==> config.mk <==
export PLATFORM = sky130hd
export DESIGN_NAME = uart_echo_top
export DESIGN_NICKNAME = d
export VERILOG_FILES = /design/src/source/uart_pkg.sv /design/src/source/echo_ctrl.sv /design/src/source/uart_echo_top.sv /design/src/source/uart_rx.sv /design/src/source/uart_tx.sv
export VERILOG_INCLUDE_DIRS = /design/src /design/src/include
export SDC_FILE = /design/constraint.sdc
export NUM_CORES = 1
export LEC_CHECK = 0
export ABC_AREA = 1
export CAP_MARGIN = 20
export CORE_MARGIN = 1
export CORE_UTILIZATION = 55
export CTS_CLUSTER_SIZE = 10
export DETAILED_ROUTE_END_ITERATION = 12
export DONT_BUFFER_PORTS = 1
export PLACE_DENSITY = 0.7
export SLEW_MARGIN = 25
export SYNTH_ARGS = -nofsm -noshare
export SYNTH_HDL_FRONTEND = slang
export SYNTH_HIERARCHICAL = 1
export SYNTH_SLANG_ARGS = --single-unit
==> constraint.sdc <==
create_clock -name clk -period 4.98 [get_ports clk]
set_input_delay 0.249 -clock clk [delete_from_list [all_inputs] [get_ports clk]]
set_output_delay 0.249 -clock clk [all_outputs]
set_load 0.005 [all_outputs]
==> src/include/uart_params.svh <==
`ifndef UART_PARAMS_SVH
`define UART_PARAMS_SVH

// clock cycles per serial bit
// 16 keeps simulation short, 48 gives 1 Mbaud from a 48 MHz clock
`define UART_CLKS_PER_BIT 16

// 1 adds an even parity bit after the data byte
`define UART_PARITY_EN 1

// cycles after reset before any frame is accepted
`define UART_STARTUP_CYCLES 2000

`endif

==> src/source/uart_pkg.sv <==
package uart_pkg;

    // one received frame, as handed from receiver to controller
    typedef struct packed {
        // payload byte, bit 0 came first on the line
        logic [7:0] data;
        // parity bit did not match even parity of data
        logic       parity_error;
        // stop bit sampled low
        logic       framing_error;
    } rx_frame_t;

    // byte queued for the transmitter
    typedef struct packed {
        logic [7:0] data;
    } tx_req_t;

    // logical led state, 1 means lit
    // pins are active low, inverted at top only
    typedef struct packed {
        // sticky error
        logic red;
        // ready for traffic
        logic green;
        // transmit in progress
        logic blue;
    } led_state_t;

endpackage

==> src/source/echo_ctrl.sv <==
`timescale 1ns/1ps
`include "uart_params.svh"

module echo_ctrl
    import uart_pkg::*;
(
    input  logic       clk,
    input  logic       rst,
    input  rx_frame_t  rx_frame,
    input  logic       rx_strobe,
    input  logic       tx_busy,
    output tx_req_t    tx_req,
    output logic       tx_start,
    output led_state_t leds
);

    localparam int STARTUP = `UART_STARTUP_CYCLES;
    localparam int ST_W = $clog2(STARTUP);
    localparam logic [ST_W-1:0] STARTUP_LAST = ST_W'(STARTUP - 1);

    // fsm encoding
    localparam logic [1:0] ST_STARTUP = 2'd0;
    localparam logic [1:0] ST_READY   = 2'd1;
    localparam logic [1:0] ST_PENDING = 2'd2;

    logic [1:0]      state;
    logic [ST_W-1:0] startup_cnt;
    logic            ready;
    logic            frame_good;
    logic            frame_bad;
    logic            err_q;
    tx_req_t         hold_q;

    // classify the frame in its strobe cycle
    assign frame_good = rx_strobe && !rx_frame.parity_error && !rx_frame.framing_error;
    assign frame_bad  = rx_strobe && (rx_frame.parity_error || rx_frame.framing_error);

    // anything past startup counts as ready, pending included
    assign ready = (state != ST_STARTUP);

    always_ff @(posedge clk) begin
        if (rst) begin
            state       <= ST_STARTUP;
            startup_cnt <= '0;
            err_q       <= 1'b0;
        end else begin
            case (state)
                ST_STARTUP: begin
                    if (startup_cnt == STARTUP_LAST) begin
                        state <= ST_READY;
                    end else begin
                        startup_cnt <= startup_cnt + 1'b1;
                    end
                end
                ST_READY: begin
                    if (frame_good) begin
                        state <= ST_PENDING;
                    end
                end
                ST_PENDING: begin
                    // tx_start fires this cycle when the line is free
                    if (!tx_busy) begin
                        state <= ST_READY;
                    end
                end
                default: state <= ST_STARTUP;
            endcase
            // sticky, only cleared by reset
            // bad frames before startup are ignored
            if (ready && frame_bad) begin
                err_q <= 1'b1;
            end
        end
    end

    // holding register, loaded in the strobe cycle
    always_ff @(posedge clk) begin
        if (state == ST_READY && frame_good) begin
            hold_q.data <= rx_frame.data;
        end
    end

    assign tx_req   = hold_q;
    assign tx_start = (state == ST_PENDING) && !tx_busy;

    assign leds.red   = err_q;
    assign leds.green = ready;
    assign leds.blue  = tx_busy;

    // same baud both ways, held byte leaves before the next frame lands
    a_no_overrun: assert property (@(posedge clk) disable iff (rst)
        (state == ST_PENDING) |-> !frame_good)
        else $error("echo_ctrl: good frame arrived while a byte was still held");

endmodule

==> src/source/uart_echo_top.sv <==
`timescale 1ns/1ps

module uart_echo_top
    import uart_pkg::*;
(
    input  logic clk,
    input  logic rst,
    // serial in from the host
    input  logic rx,
    // serial echo back to the host
    output logic tx,
    // board leds, active low
    output logic led_red,
    output logic led_green,
    output logic led_blue
);

    rx_frame_t  rx_frame;
    logic       rx_strobe;
    tx_req_t    tx_req;
    logic       tx_start;
    logic       tx_busy;
    led_state_t leds;

    uart_rx u_uart_rx (
        .clk       (clk),
        .rst       (rst),
        .rx        (rx),
        .rx_frame  (rx_frame),
        .rx_strobe (rx_strobe)
    );

    // startup, holding byte and status
    echo_ctrl u_echo_ctrl (
        .clk       (clk),
        .rst       (rst),
        .rx_frame  (rx_frame),
        .rx_strobe (rx_strobe),
        .tx_busy   (tx_busy),
        .tx_req    (tx_req),
        .tx_start  (tx_start),
        .leds      (leds)
    );

    uart_tx u_uart_tx (
        .clk      (clk),
        .rst      (rst),
        .tx_req   (tx_req),
        .tx_start (tx_start),
        .tx       (tx),
        .tx_busy  (tx_busy)
    );

    // pins sink current, so lit means low
    assign led_red   = ~leds.red;
    assign led_green = ~leds.green;
    assign led_blue  = ~leds.blue;

endmodule

==> src/source/uart_rx.sv <==
`timescale 1ns/1ps
`include "uart_params.svh"

module uart_rx
    import uart_pkg::*;
(
    input  logic      clk,
    input  logic      rst,
    input  logic      rx,
    output rx_frame_t rx_frame,
    output logic      rx_strobe
);

    localparam int CLKS = `UART_CLKS_PER_BIT;
    localparam int CNT_W = $clog2(CLKS);
    localparam logic [CNT_W-1:0] LAST_CNT = CNT_W'(CLKS - 1);
    // half a bit period, start bit is confirmed here
    localparam logic [CNT_W-1:0] HALF_CNT = CNT_W'(CLKS / 2 - 1);
    localparam bit PAR_EN = (`UART_PARITY_EN != 0);

    // fsm encoding
    localparam logic [2:0] RX_IDLE      = 3'd0;
    localparam logic [2:0] RX_START     = 3'd1;
    localparam logic [2:0] RX_DATA      = 3'd2;
    localparam logic [2:0] RX_PARITY    = 3'd3;
    localparam logic [2:0] RX_STOP      = 3'd4;
    localparam logic [2:0] RX_WAIT_IDLE = 3'd5;

    logic [2:0]       state;
    logic [CNT_W-1:0] clk_cnt;
    logic [2:0]       bit_idx;
    logic             rx_meta;
    logic             rx_sync;
    logic             rx_prev;
    logic             start_edge;
    logic             bit_tick;
    logic [7:0]       shift_q;
    logic             par_bit;
    rx_frame_t        frame_q;
    logic             strobe_q;

    // two flop synchronizer, plus one more for edge detect
    // line idles high, so reset to 1
    always_ff @(posedge clk) begin
        if (rst) begin
            rx_meta <= 1'b1;
            rx_sync <= 1'b1;
            rx_prev <= 1'b1;
        end else begin
            rx_meta <= rx;
            rx_sync <= rx_meta;
            rx_prev <= rx_sync;
        end
    end

    // falling edge opens a frame
    assign start_edge = rx_prev & ~rx_sync;
    // mid-bit sample point for data, parity and stop
    assign bit_tick = (clk_cnt == LAST_CNT);

    always_ff @(posedge clk) begin
        if (rst) begin
            state    <= RX_IDLE;
            clk_cnt  <= '0;
            bit_idx  <= '0;
            strobe_q <= 1'b0;
        end else begin
            strobe_q <= 1'b0;
            case (state)
                RX_IDLE: begin
                    clk_cnt <= '0;
                    if (start_edge) begin
                        state <= RX_START;
                    end
                end
                RX_START: begin
                    if (clk_cnt == HALF_CNT) begin
                        clk_cnt <= '0;
                        bit_idx <= '0;
                        // glitch shorter than half a bit, back to hunting
                        state   <= rx_sync ? RX_IDLE : RX_DATA;
                    end else begin
                        clk_cnt <= clk_cnt + 1'b1;
                    end
                end
                RX_DATA: begin
                    if (bit_tick) begin
                        clk_cnt <= '0;
                        bit_idx <= bit_idx + 3'd1;
                        if (bit_idx == 3'd7) begin
                            state <= PAR_EN ? RX_PARITY : RX_STOP;
                        end
                    end else begin
                        clk_cnt <= clk_cnt + 1'b1;
                    end
                end
                RX_PARITY: begin
                    if (bit_tick) begin
                        clk_cnt <= '0;
                        state   <= RX_STOP;
                    end else begin
                        clk_cnt <= clk_cnt + 1'b1;
                    end
                end
                RX_STOP: begin
                    if (bit_tick) begin
                        clk_cnt  <= '0;
                        strobe_q <= 1'b1;
                        // low stop bit, line may sit low for a while
                        state    <= rx_sync ? RX_IDLE : RX_WAIT_IDLE;
                    end else begin
                        clk_cnt <= clk_cnt + 1'b1;
                    end
                end
                RX_WAIT_IDLE: begin
                    if (rx_sync) begin
                        state <= RX_IDLE;
                    end
                end
                default: state <= RX_IDLE;
            endcase
        end
    end

    // datapath, lsb arrives first
    always_ff @(posedge clk) begin
        if (state == RX_DATA && bit_tick) begin
            shift_q <= {rx_sync, shift_q[7:1]};
        end
        if (state == RX_PARITY && bit_tick) begin
            par_bit <= rx_sync;
        end
        // frame is latched with the strobe and held until the next one
        if (state == RX_STOP && bit_tick) begin
            frame_q.data          <= shift_q;
            frame_q.parity_error  <= PAR_EN && (par_bit != ^shift_q);
            frame_q.framing_error <= ~rx_sync;
        end
    end

    assign rx_frame  = frame_q;
    assign rx_strobe = strobe_q;

    // one strobe per frame, frames are many cycles apart
    a_single_strobe: assert property (@(posedge clk) disable iff (rst)
        rx_strobe |=> !rx_strobe)
        else $error("uart_rx: rx_strobe high on consecutive cycles");

endmodule

==> src/source/uart_tx.sv <==
`timescale 1ns/1ps
`include "uart_params.svh"

module uart_tx
    import uart_pkg::*;
(
    input  logic    clk,
    input  logic    rst,
    input  tx_req_t tx_req,
    input  logic    tx_start,
    output logic    tx,
    output logic    tx_busy
);

    localparam int CLKS = `UART_CLKS_PER_BIT;
    localparam int CNT_W = $clog2(CLKS);
    localparam logic [CNT_W-1:0] LAST_CNT = CNT_W'(CLKS - 1);
    localparam bit PAR_EN = (`UART_PARITY_EN != 0);
    // start + 8 data + optional parity + stop
    localparam int NBITS = 10 + int'(PAR_EN);
    localparam int IDX_W = $clog2(NBITS);
    localparam logic [IDX_W-1:0] LAST_BIT = IDX_W'(NBITS - 1);

    logic [NBITS-1:0] frame_bits;
    // bits still to go out after the start bit
    logic [NBITS-2:0] shift_q;
    logic [CNT_W-1:0] clk_cnt;
    logic [IDX_W-1:0] bit_idx;
    logic             busy_q;
    logic             tx_q;
    logic             bit_tick;

    // whole frame with bit 0 leaving first
    if (PAR_EN) begin : g_parity
        assign frame_bits = {1'b1, ^tx_req.data, tx_req.data, 1'b0};
    end else begin : g_no_parity
        assign frame_bits = {1'b1, tx_req.data, 1'b0};
    end

    // end of the current bit period
    assign bit_tick = busy_q && (clk_cnt == LAST_CNT);

    always_ff @(posedge clk) begin
        if (rst) begin
            busy_q  <= 1'b0;
            tx_q    <= 1'b1;
            clk_cnt <= '0;
            bit_idx <= '0;
        end else if (tx_start) begin
            // start bit goes out right away
            busy_q  <= 1'b1;
            tx_q    <= frame_bits[0];
            clk_cnt <= '0;
            bit_idx <= '0;
        end else if (busy_q) begin
            if (bit_tick) begin
                clk_cnt <= '0;
                if (bit_idx == LAST_BIT) begin
                    // end of the stop bit
                    busy_q <= 1'b0;
                    tx_q   <= 1'b1;
                end else begin
                    bit_idx <= bit_idx + 1'b1;
                    tx_q    <= shift_q[0];
                end
            end else begin
                clk_cnt <= clk_cnt + 1'b1;
            end
        end
    end

    // shifter refills with ones so the line idles high
    always_ff @(posedge clk) begin
        if (tx_start) begin
            shift_q <= frame_bits[NBITS-1:1];
        end else if (bit_tick) begin
            shift_q <= {1'b1, shift_q[NBITS-2:1]};
        end
    end

    assign tx      = tx_q;
    assign tx_busy = busy_q;

    // controller must wait for the previous frame to finish
    a_no_start_busy: assert property (@(posedge clk) disable iff (rst)
        tx_start |-> !tx_busy)
        else $error("uart_tx: tx_start while a frame is in progress");

endmodule

==> flow_summary.ini, run 1 <==
[status]
status = finished clean

[route]
num_vias = 2517
via_per_inst = 4.964
dr.pass1.iters = 4
ant_nets = 0
routed_wl_um = 5869
post_drt_wl_per_cell_um = 11.58
route.detailed.drc = 0
drt-initial-drc-count = 96

[clocking]
clock_latency_ns = 0.34
cts_resized = 0
clock-root-buffer = clkbuf_8
clk_path_buf_depth = 2
clk_pin_slew_ns = 0.07
cts_tree = built
cts_buffers = 9
htree_levels = 3
cts_sinks = 74

[hold_path]
hp-class = in2reg
hp-start = rst

[timing]
timing.final.crit_share_pct = 36.40
fmax_ghz = 0.5517
finalClockSkew_ns = 0.005930
fin_tns_setup_ns = 0
layout_setup_ws_ns = 3.167
slew_violations = 0
layout_min_cycle_time_ns = 1.813
setup_viol = 0
tightest_slew_ns = 0.7711
hold_viol = 0
slew_headroom_pct = 48.40
rsz0062_at_grt = no
holdWs_ns = 0.03165

[placed_design]
gp_congestion = 0.8502
hpwl_um = 4168
port_buffers = 0
pre_cts_slack_ns = 3.162

[floorplanning]
start_util_pct = 57.10
core_area_mm2 = 0.006350
fp-row-count = 29
dieHeight_um = 83.20
die_area_mm2 = 0.006921
fp.dieW_um = 83.20
ioPinCount = 7

[final_layout]
syn2layout_area_growth_pct = 7.799
n_antenna_cell = 0
multi_input_area_mm2 = 0.001516
nets = 435
drive_gt1_share_pct = 12.09
fill_cells = 541
regArea_mm2 = 0.001842

[synthesis]
yosysUniqueCellTypes = 36
synth_cells = 418
synth_top_area_share_pct = 29.81
seq_area_frac_synth_pct = 50.79
synth.avg_cell_area_um2 = 8.675
yosysTopAreaCell = edfxtp_1
synth_area_leaders = edfxtp_1 30%, dfxtp_1 21%, nand2_1 11%, inv_1 5.8%, nor2_1 4.0%
synth_warnings = 6
syn_area_mm2 = 0.003626
syn-num-nets = 428
yosys_register_bits = 74

[critical_path]
critPathLaunchType = flip-flop
crit_start = u_uart_rx/clk_cnt[0]
reg2reg_from = u_uart_rx/clk_cnt[0]
crit_type = reg2reg
critPathRequiredTime_ns = 4.95
path_max_fanout = 10
cp-end-kind = flip-flop
arrival_ns = 1.78

[global_routing]
grt.busiest_layer = met2
use_met1_pct = 23.18
first_global_vias = 2405
overflow = 0
track_usage_pct = 18.95
grt_pass1_wl_um = 10340
use_met2_pct = 31.45
grt.met3_usage_pct = 4.871
grt_max_degree = 21
antenna_found_initial = 0

[run]
drv_cap = 0

[power_and_ir_drop]
power_mw = 1.328
power.density_mw_per_mm2 = 339.9
irDropWorstVdd_v = 0.0003167
total_leakage_power_nw = 1.637
==> area by class of cell <==
type | count | area share (%)
Clock inverter | 4 | 1.248
Sequential cell | 74 | 47.12
Clock buffer | 12 | 3.969
Timing Repair Buffer | 3 | 0.7682
Tap cell | 77 | 2.465
Inverter | 58 | 5.634
Multi-Input combinational cell | 279 | 38.80
==> repair_timing <==
item                                    4_1_cts  5_1_grt
endpoints found under the hold margin        16        0
endpoints found under the setup margin        0        0
hold buffers                                  3        0
setup buffers                                 0        0
==> power breakdown <==
| group | switching (mW) | internal [mW] | leakage (nW) | total, mW |
|---|---|---|---|---|
| combinational | 0.113 | 0.0650 | 0.902 | 0.178 |
| clock | 0.211 | 0.258 | 0.103 | 0.470 |
| sequential | 0.0318 | 0.649 | 0.632 | 0.680 |
| total | 0.356 | 0.972 | 1.64 | 1.33 |
==> synthesized netlist by cell type (all sizes together) <==
cell type,number
nor2,52
nand3b,4
ha,7
clkbuf,4
edfxtp,36
a31oi,2
xnor2,7
a21oi,17
or2,3
o31ai,1
o211ai,2
xor2,8
dfxtp,38
nand4,3
nor3,8
inv,58
nand2,119
buf,3
nand3,25
o21ai,20
a22oi,1
==> cell usage in the layout, fill, tap and decap left out, types with 5 or more instances in the layout <==
cell / instances
dfxtp_1: 38
a21oi_1: 12
nand2_2: 8
nor3_1: 7
xnor2_1: 7
clkbuf_8: 11
edfxtp_1: 36
nor2_2: 6
xor2_1: 8
nand3_1: 22
ha_1: 7
nor2_4: 5
o21ai_0: 16
inv_1: 56
nand2_1: 108
nor2_1: 39
==> sequential cells by signal (all words and copies together) (netlist names) <==
register and cells:
u_uart_tx/clk_cnt 4, u_uart_rx/bit_idx 3, u_uart_rx/rx_frame 10, u_uart_tx/shift_q 9, u_uart_rx/par_bit 1, u_uart_tx/tx 1
u_uart_rx/clk_cnt 4, u_uart_rx/rx_strobe 1, u_uart_rx/rx_sync 1, u_uart_rx/state 3, u_uart_tx/tx_busy 1, u_echo_ctrl/tx_req 8
u_uart_rx/rx_meta 1, u_echo_ctrl/err_q 1, u_echo_ctrl/state 2, u_uart_rx/rx_prev 1, u_echo_ctrl/startup_cnt 11, u_uart_tx/bit_idx 4
u_uart_rx/shift_q 8
==> routing by layer <==
layer | wire [µm] | vias to the layer above
met4 | 84 | 0
met5 | 0 | -
met3 | 150 | 8
met1 | 2835 | 1134
li1 | - | 1352
met2 | 2799 | 23
==> metrics by stage <==
stage	util (%)	std cells	cell area [µm²]
after floorplan	-	418	3626
after global placement	57.87	488	3675
after detailed placement	57.87	488	3675
after CTS	61.56	507	3909
after global routing	61.56	507	3909
final	61.56	507	3909
==> worst max-delay path: stages, from the launching register on <==
cell     delay [ns]
dfxtp_1        0.39
ha_1           0.28
nand3_4        0.15
nor2_1         0.63
==> final timing paths <==
kind	endpoint	slack [ns]	depth (start not counted)
worst max-delay path	u_uart_rx/rx_frame[8]	3.17	3
worst min-delay path	u_uart_tx/tx	0.03	1
worst max register to register	u_uart_rx/rx_frame[8]	3.17	3
worst min register to register	u_uart_rx/rx_sync	0.42	1
==> cell families after synthesis <==
| group | count (synthesis) | synth area share (%) |
|---|---|---|
| compound gates | 43 | 7.005 |
| xor+xnor | 15 | 3.623 |
| fa+ha+maj | 7 | 2.415 |
| buf+inv | 65 | 7.384 |
| flops | 74 | 50.79 |
| simple gates | 214 | 28.78 |
(Power assumes the default switching activity.)
==> run 2: changes to the inputs <==
==> constraint.sdc (replaced) <==
create_clock -name clk -period 1.9 [get_ports clk]
set_input_delay 0.095 -clock clk [delete_from_list [all_inputs] [get_ports clk]]
set_output_delay 0.095 -clock clk [all_outputs]
set_load 0.005 [all_outputs]
==> run 2 against run 1 <==
Non-clock buffer count up 1. Sequential power rose to 2.6 times the previous value. Sequential cell count is the same. Largest power group unchanged. Utilization increased by 0.22 points. Die area did not move.
==> flow_summary.ini, run 2 (same netlist as run 1, synthesis figures left out) <==
[status]
status = finished clean

[power_and_ir_drop]
power.density_mw_per_mm2 = 894.0
pwr-share-clk_pct = 35.8
irDropWorstVdd_v = 0.001165
seq_power_share_pct = 50.9
internal-power_mw = 2.553
p_comb_share_pct = 13.3
p_sw_share_pct = 27.20
p_sw_mw = 0.9537
total_leakage_power_nw = 1.646
power_mw = 3.507

[critical_path]
crit_start = u_uart_rx/clk_cnt[0]
worstPathCellList = ha_1 -> nand3_4 -> nor3_4 -> nor2_1 -> nand2_1 -> a21oi_1
crit_type = reg2reg
critPathTopFamily = simple AND/OR/NAND/NOR gates
rrSetupSlack_ns = 0.20
reg2reg_from = u_uart_rx/clk_cnt[0]
cp-end-kind = flip-flop
crit_buf_inv = 0
cpPeakStageDelay_ns = 0.43
critPathRequiredTime_ns = 2.08
critPathLaunchType = flip-flop
arrival_ns = 1.88
path_max_fanout = 12
worst_path_max_delay_cell = nor3_4

[final_layout]
n_antenna_cell = 0
syn2layout_area_growth_pct = 8.178
drive_gt1_share_pct = 12.53
regMostFlops = u_echo_ctrl/startup_cnt
regArea_mm2 = 0.001842
final_cells = 508
largest_reg_flops = 11
layout_common_cells = 108 x nand2_1, 56 x inv_1, 39 x nor2_1, 38 x dfxtp_1, 36 x edfxtp_1
multi_input_area_mm2 = 0.001516
final_common_cell = nand2_1
fill_cells = 538
nets = 436

[placed_design]
port_buffers = 0
gp_congestion = 0.8367
dp.cells = 490
hpwl_um = 4260
pre_cts_slack_ns = 0.2514

[route]
ant_nets = 0
post_drt_wl_per_cell_um = 11.36
via_per_inst = 5.004
dr.pass1.iters = 4
drt-initial-drc-count = 122
route.detailed.drc = 0
num_vias = 2542
routed_wl_um = 5770

[floorplanning]
core_area_mm2 = 0.006350
ioPinCount = 7
start_util_pct = 57.10
dieHeight_um = 83.20
fp.dieW_um = 83.20
die_area_mm2 = 0.006921
fp-row-count = 29

[timing]
rsz0062_at_grt = no
layout_min_cycle_time_ns = 1.697
fmax_ghz = 0.5892
slew_headroom_pct = 38.66
layout_setup_ws_ns = 0.2027
hold_viol = 0
tightest_slew_ns = 0.9170
finalClockSkew_ns = 0.01119
setup_viol = 0
fin_tns_setup_ns = 0
slew_violations = 0
timing.final.crit_share_pct = 89.33

[hold_path]
hp-class = in2reg
hp-start = rx

[global_routing]
overflow = 0
grt_max_degree = 22
first_global_vias = 2384
grt_pass1_wl_um = 10260
track_usage_pct = 18.60
antenna_found_initial = 0

[clocking]
cts_buffers = 9
clk_path_buf_depth = 2
cts_tree = built
clk_pin_slew_ns = 0.08
htree_levels = 3
cts_sinks = 74
clock-root-buffer = clkbuf_8
cts_setup_buffers = 0
clock_latency_ns = 0.34

[run]
drv_cap = 0
## run 2: metrics by stage
| step | hold slack (ns) | area (µm²) | util (%) |
|---|---|---|---|
| CTS | 0.3676 | 3923 | 61.77 |
| global placement | 0.1605 | 3690 | 58.11 |
| finish | 0.3917 | 3923 | 61.77 |
| global route | 0.3697 | 3923 | 61.77 |
| floorplan | 0.1641 | 3626 | - |
| detailed placement | 0.1610 | 3690 | 58.11 |
## run 2: metal layers
| layer | track usage, % | wire [µm] | part of all wire [%] | vias up |
|---|---|---|---|---|
| li1 | - | - | - | 1356 |
| met1 | 22.32 | 2713 | 47 | 1147 |
| met2 | 31.89 | 2806 | 49 | 31 |
| met3 | 4.076 | 167 | 2.9 | 8 |
| met4 | 8.464 | 83 | 1.4 | 0 |
| met5 | 0 | 0 | 0 | - |
## run 2: path summary, 6_finish.rpt
kind / endpoint / depth (start not counted)
max: u_uart_rx/bit_idx[2] / 6
min: u_uart_rx/rx_meta / 2
min reg2reg: u_uart_rx/rx_sync / 1
max reg2reg: u_uart_rx/bit_idx[2] / 6
## run 2: final cells by class
class / count / area share, %
Clock inverter: 6 / 1.627
Multi-Input combinational cell: 279 / 38.66
Timing Repair Buffer: 4 / 0.8931
Inverter: 58 / 5.614
Tap cell: 77 / 2.456
Sequential cell: 74 / 46.95
Clock buffer: 10 / 3.796
## run 2: what timing repair did
action	4_1_cts	5_1_grt
gates resized for setup	0	0
hold buffers	2	0
hold endpoints to repair	25	0
## run 2: power groups by stage
stage          combinational, mW  sequential [mW]  clock (mW)
2_1_floorplan              0.439             1.78           0
3_3_place_gp               0.441             1.82           0
3_5_place_dp               0.449             1.82           0
4_1_cts                    0.465             1.78        1.29
5_1_grt                    0.528             1.80        1.36
6_report                   0.465             1.79        1.26
==> run 3: changes to the inputs <==
--- a/config.mk
+++ b/config.mk
@@ -7,13 +7,16 @@
 export NUM_CORES = 1
 export LEC_CHECK = 0
 export ABC_AREA = 1
+export ABC_CLOCK_PERIOD_IN_PS = 1900
 export CAP_MARGIN = 20
+export CELL_PAD_IN_SITES_DETAIL_PLACEMENT = 1
+export CELL_PAD_IN_SITES_GLOBAL_PLACEMENT = 2
 export CORE_MARGIN = 1
-export CORE_UTILIZATION = 55
+export CORE_UTILIZATION = 40
 export CTS_CLUSTER_SIZE = 10
 export DETAILED_ROUTE_END_ITERATION = 12
 export DONT_BUFFER_PORTS = 1
-export PLACE_DENSITY = 0.7
+export PLACE_DENSITY_LB_ADDON = 0.1
 export SLEW_MARGIN = 25
 export SYNTH_ARGS = -nofsm -noshare
 export SYNTH_HDL_FRONTEND = slang
==> constraint.sdc (replaced) <==
create_clock -name clk -period 1.9 [get_ports clk]
set_input_delay 0.285 -clock clk [delete_from_list [all_inputs] [get_ports clk]]
set_output_delay 0.285 -clock clk [all_outputs]
set_load 0.005 [all_outputs]
==> run 3 against run 2 <==
Maximum frequency grew 5.0%. Combinational power grew 2%. Die area grew 37%. Final cell count grew 7.1%. Utilization shrank 16 points. Clock skew grew 0.00067 ns. First-iteration DRC count shrank 55%. Setup slack gained 0.080 ns. Sequential share of layout area shrank 1.0 points. Count of clock-buffer cells in the layout grew 4. Critical path type unchanged. Largest power group unchanged. Highest routed layer unchanged.
==> flow_summary.ini, run 3 (same netlist as run 1, synthesis figures left out) <==
[critical_path]
worstPathCellList = ha_1 -> nand3_4 -> nor3_4 -> buf_4
cpPeakStageDelay_ns = 0.37
rrSetupSlack_ns = 0.28
critPathLaunchType = flip-flop
cp-end-kind = flip-flop
worst_path_max_delay_cell = dfxtp_1
critPathRequiredTime_ns = 1.96
rr_worst_depth = 4
r2r_end = u_uart_rx/shift_q[7]
arrival_ns = 1.68
reg2reg_from = u_uart_rx/clk_cnt[0]
crit_type = reg2reg
path_max_fanout = 7

[clocking]
cts_tree = built
htree_levels = 3
cts_setup_buffers = 0
cts_resized = 0
clock_latency_ns = 0.35
clock-root-buffer = clkbuf_8
clk_path_buf_depth = 2
cts_sinks = 74
cts_buffers = 9
clk_pin_slew_ns = 0.07

[power_and_ir_drop]
power.density_mw_per_mm2 = 892.0
total_leakage_power_nw = 1.682
irDropWorstVdd_v = 0.0005564

[final_layout]
regMostFlops = u_echo_ctrl/startup_cnt
n_antenna_cell = 0
nets = 441
largest_reg_flops = 11
fill_cells = 1055
drive_gt1_share_pct = 13.53
final_common_cell = nand2_1
layout_common_cells = 108 x nand2_1, 56 x inv_1, 39 x nor2_1, 38 x dfxtp_1, 36 x edfxtp_1
design_area_mm2 = 0.004009
syn2layout_area_growth_pct = 10.56

[global_routing]
grt_pass1_wl_um = 12870
track_usage_pct = 17.26
overflow = 0
first_global_vias = 2698
grt_max_degree = 20
antenna_found_initial = 0

[route]
ant_nets = 0
drt-initial-drc-count = 55
via_per_inst = 4.849
wl_met2_um = 3642
num_vias = 2638
routed_wl_um = 7419
top_layer = met4
m1WireLength_um = 3502
post_drt_wl_per_cell_um = 13.64
dr.pass1.iters = 4
route.met3.wl_um = 127
route.detailed.drc = 0

[hold_path]
hold_end = u_uart_rx/rx_strobe
holdPathStages = 1
hp-start = rst
hp-class = in2reg

[timing]
slew_violations = 0
fmax_ghz = 0.6185
timing.final.crit_share_pct = 85.10
hold_viol = 0
layout_min_cycle_time_ns = 1.617
slew_headroom_pct = 52.85
finalClockSkew_ns = 0.01186
holdWs_ns = 0.03321
tightest_slew_ns = 0.7049
layout_setup_ws_ns = 0.2831
fin_tns_setup_ns = 0
rsz0062_at_grt = no
setup_viol = 0

[placed_design]
pre_cts_slack_ns = 0.2673
port_buffers = 0
placedInstanceArea_mm2 = 0.003759
gp_congestion = 0.7389
hpwl_um = 5359

[run]
drv_cap = 0

[floorplanning]
die_area_mm2 = 0.009450
dieHeight_um = 97.21
fp.dieW_um = 97.21
start_util_pct = 41.38
core_area_mm2 = 0.008763
fp-row-count = 34
ioPinCount = 7

[status]
status = finished clean
-- run 3: cell count changes in the layout (fill, tap and decap cells not counted), sizes merged --
cell / delta
buf: +4
bufinv: -1
clkbuf: +4
clkinv: -2
clkinvlp: -1
dlygate4sd3: +1
-- run 3: report_power, final --
group	switching, mW	total (mW)	internal (mW)
registers	0.0869	1.79	1.70
clock network	0.603	1.31	0.712
logic	0.303	0.475	0.172
-- run 3: layout make-up --
| class | instances | area, µm² | share of cell area (%) |
|---|---|---|---|
| sequential | 74 | 1842 | 45.94 |
| inverter | 58 | 220.2 | 5.493 |
| multi-input combinational | 279 | 1516 | 37.83 |
| clock buffer | 14 | 206.4 | 5.150 |
| timing repair buffer | 9 | 75.07 | 1.873 |
| tap | 108 | 135.1 | 3.371 |
| clock inverter | 2 | 13.76 | 0.3433 |
-- run 3: worst max path at each step --
stage,from,end,slack [ns],depth (start not counted)
2_1_floorplan,u_uart_rx/clk_cnt[0],u_uart_rx/rx_frame[0],0.30,3
3_3_place_gp,u_uart_rx/clk_cnt[0],u_uart_rx/shift_q[5],0.35,4
3_5_place_dp,u_uart_rx/clk_cnt[0],u_uart_rx/shift_q[6],0.27,4
4_1_cts,u_uart_rx/clk_cnt[0],u_uart_rx/bit_idx[1],0.27,6
5_1_grt,u_uart_rx/clk_cnt[0],u_uart_rx/bit_idx[1],0.14,6
6_report,u_uart_rx/clk_cnt[0],u_uart_rx/shift_q[7],0.28,4
-- run 3: through the flow --
stage,utilization (%),std cells,power [mW]
floorplan,-,418,2.219
global placement,42.89,525,2.284
detailed placement,42.89,525,2.284
CTS,45.63,543,3.622
global route,45.75,544,3.776
finish,45.75,544,3.576
-- run 3: what timing repair did --
item,CTS,global route
hold buffers,2,1
setup endpoints to repair,0,0
endpoints found under the hold margin,11,1
-- run 3: worst max-delay path, delay by kind of cell (launching register included) --
| family | cells | cell delay [ns] |
|---|---|---|
| buffers and inverters | 1 | 0.22 |
| adder cells (fa/ha/maj) | 1 | 0.27 |
| AND/OR/NAND/NOR | 2 | 0.47 |
| flip-flops | 1 | 0.37 |
-- run 3: routing by layer --
metal / vias up / GRT usage, %
met3: 12 / 3.453
li1: 1369 / -
met2: 19 / 29.20
met1: 1238 / 21.50
met5: - / 0
met4: 0 / 7.240
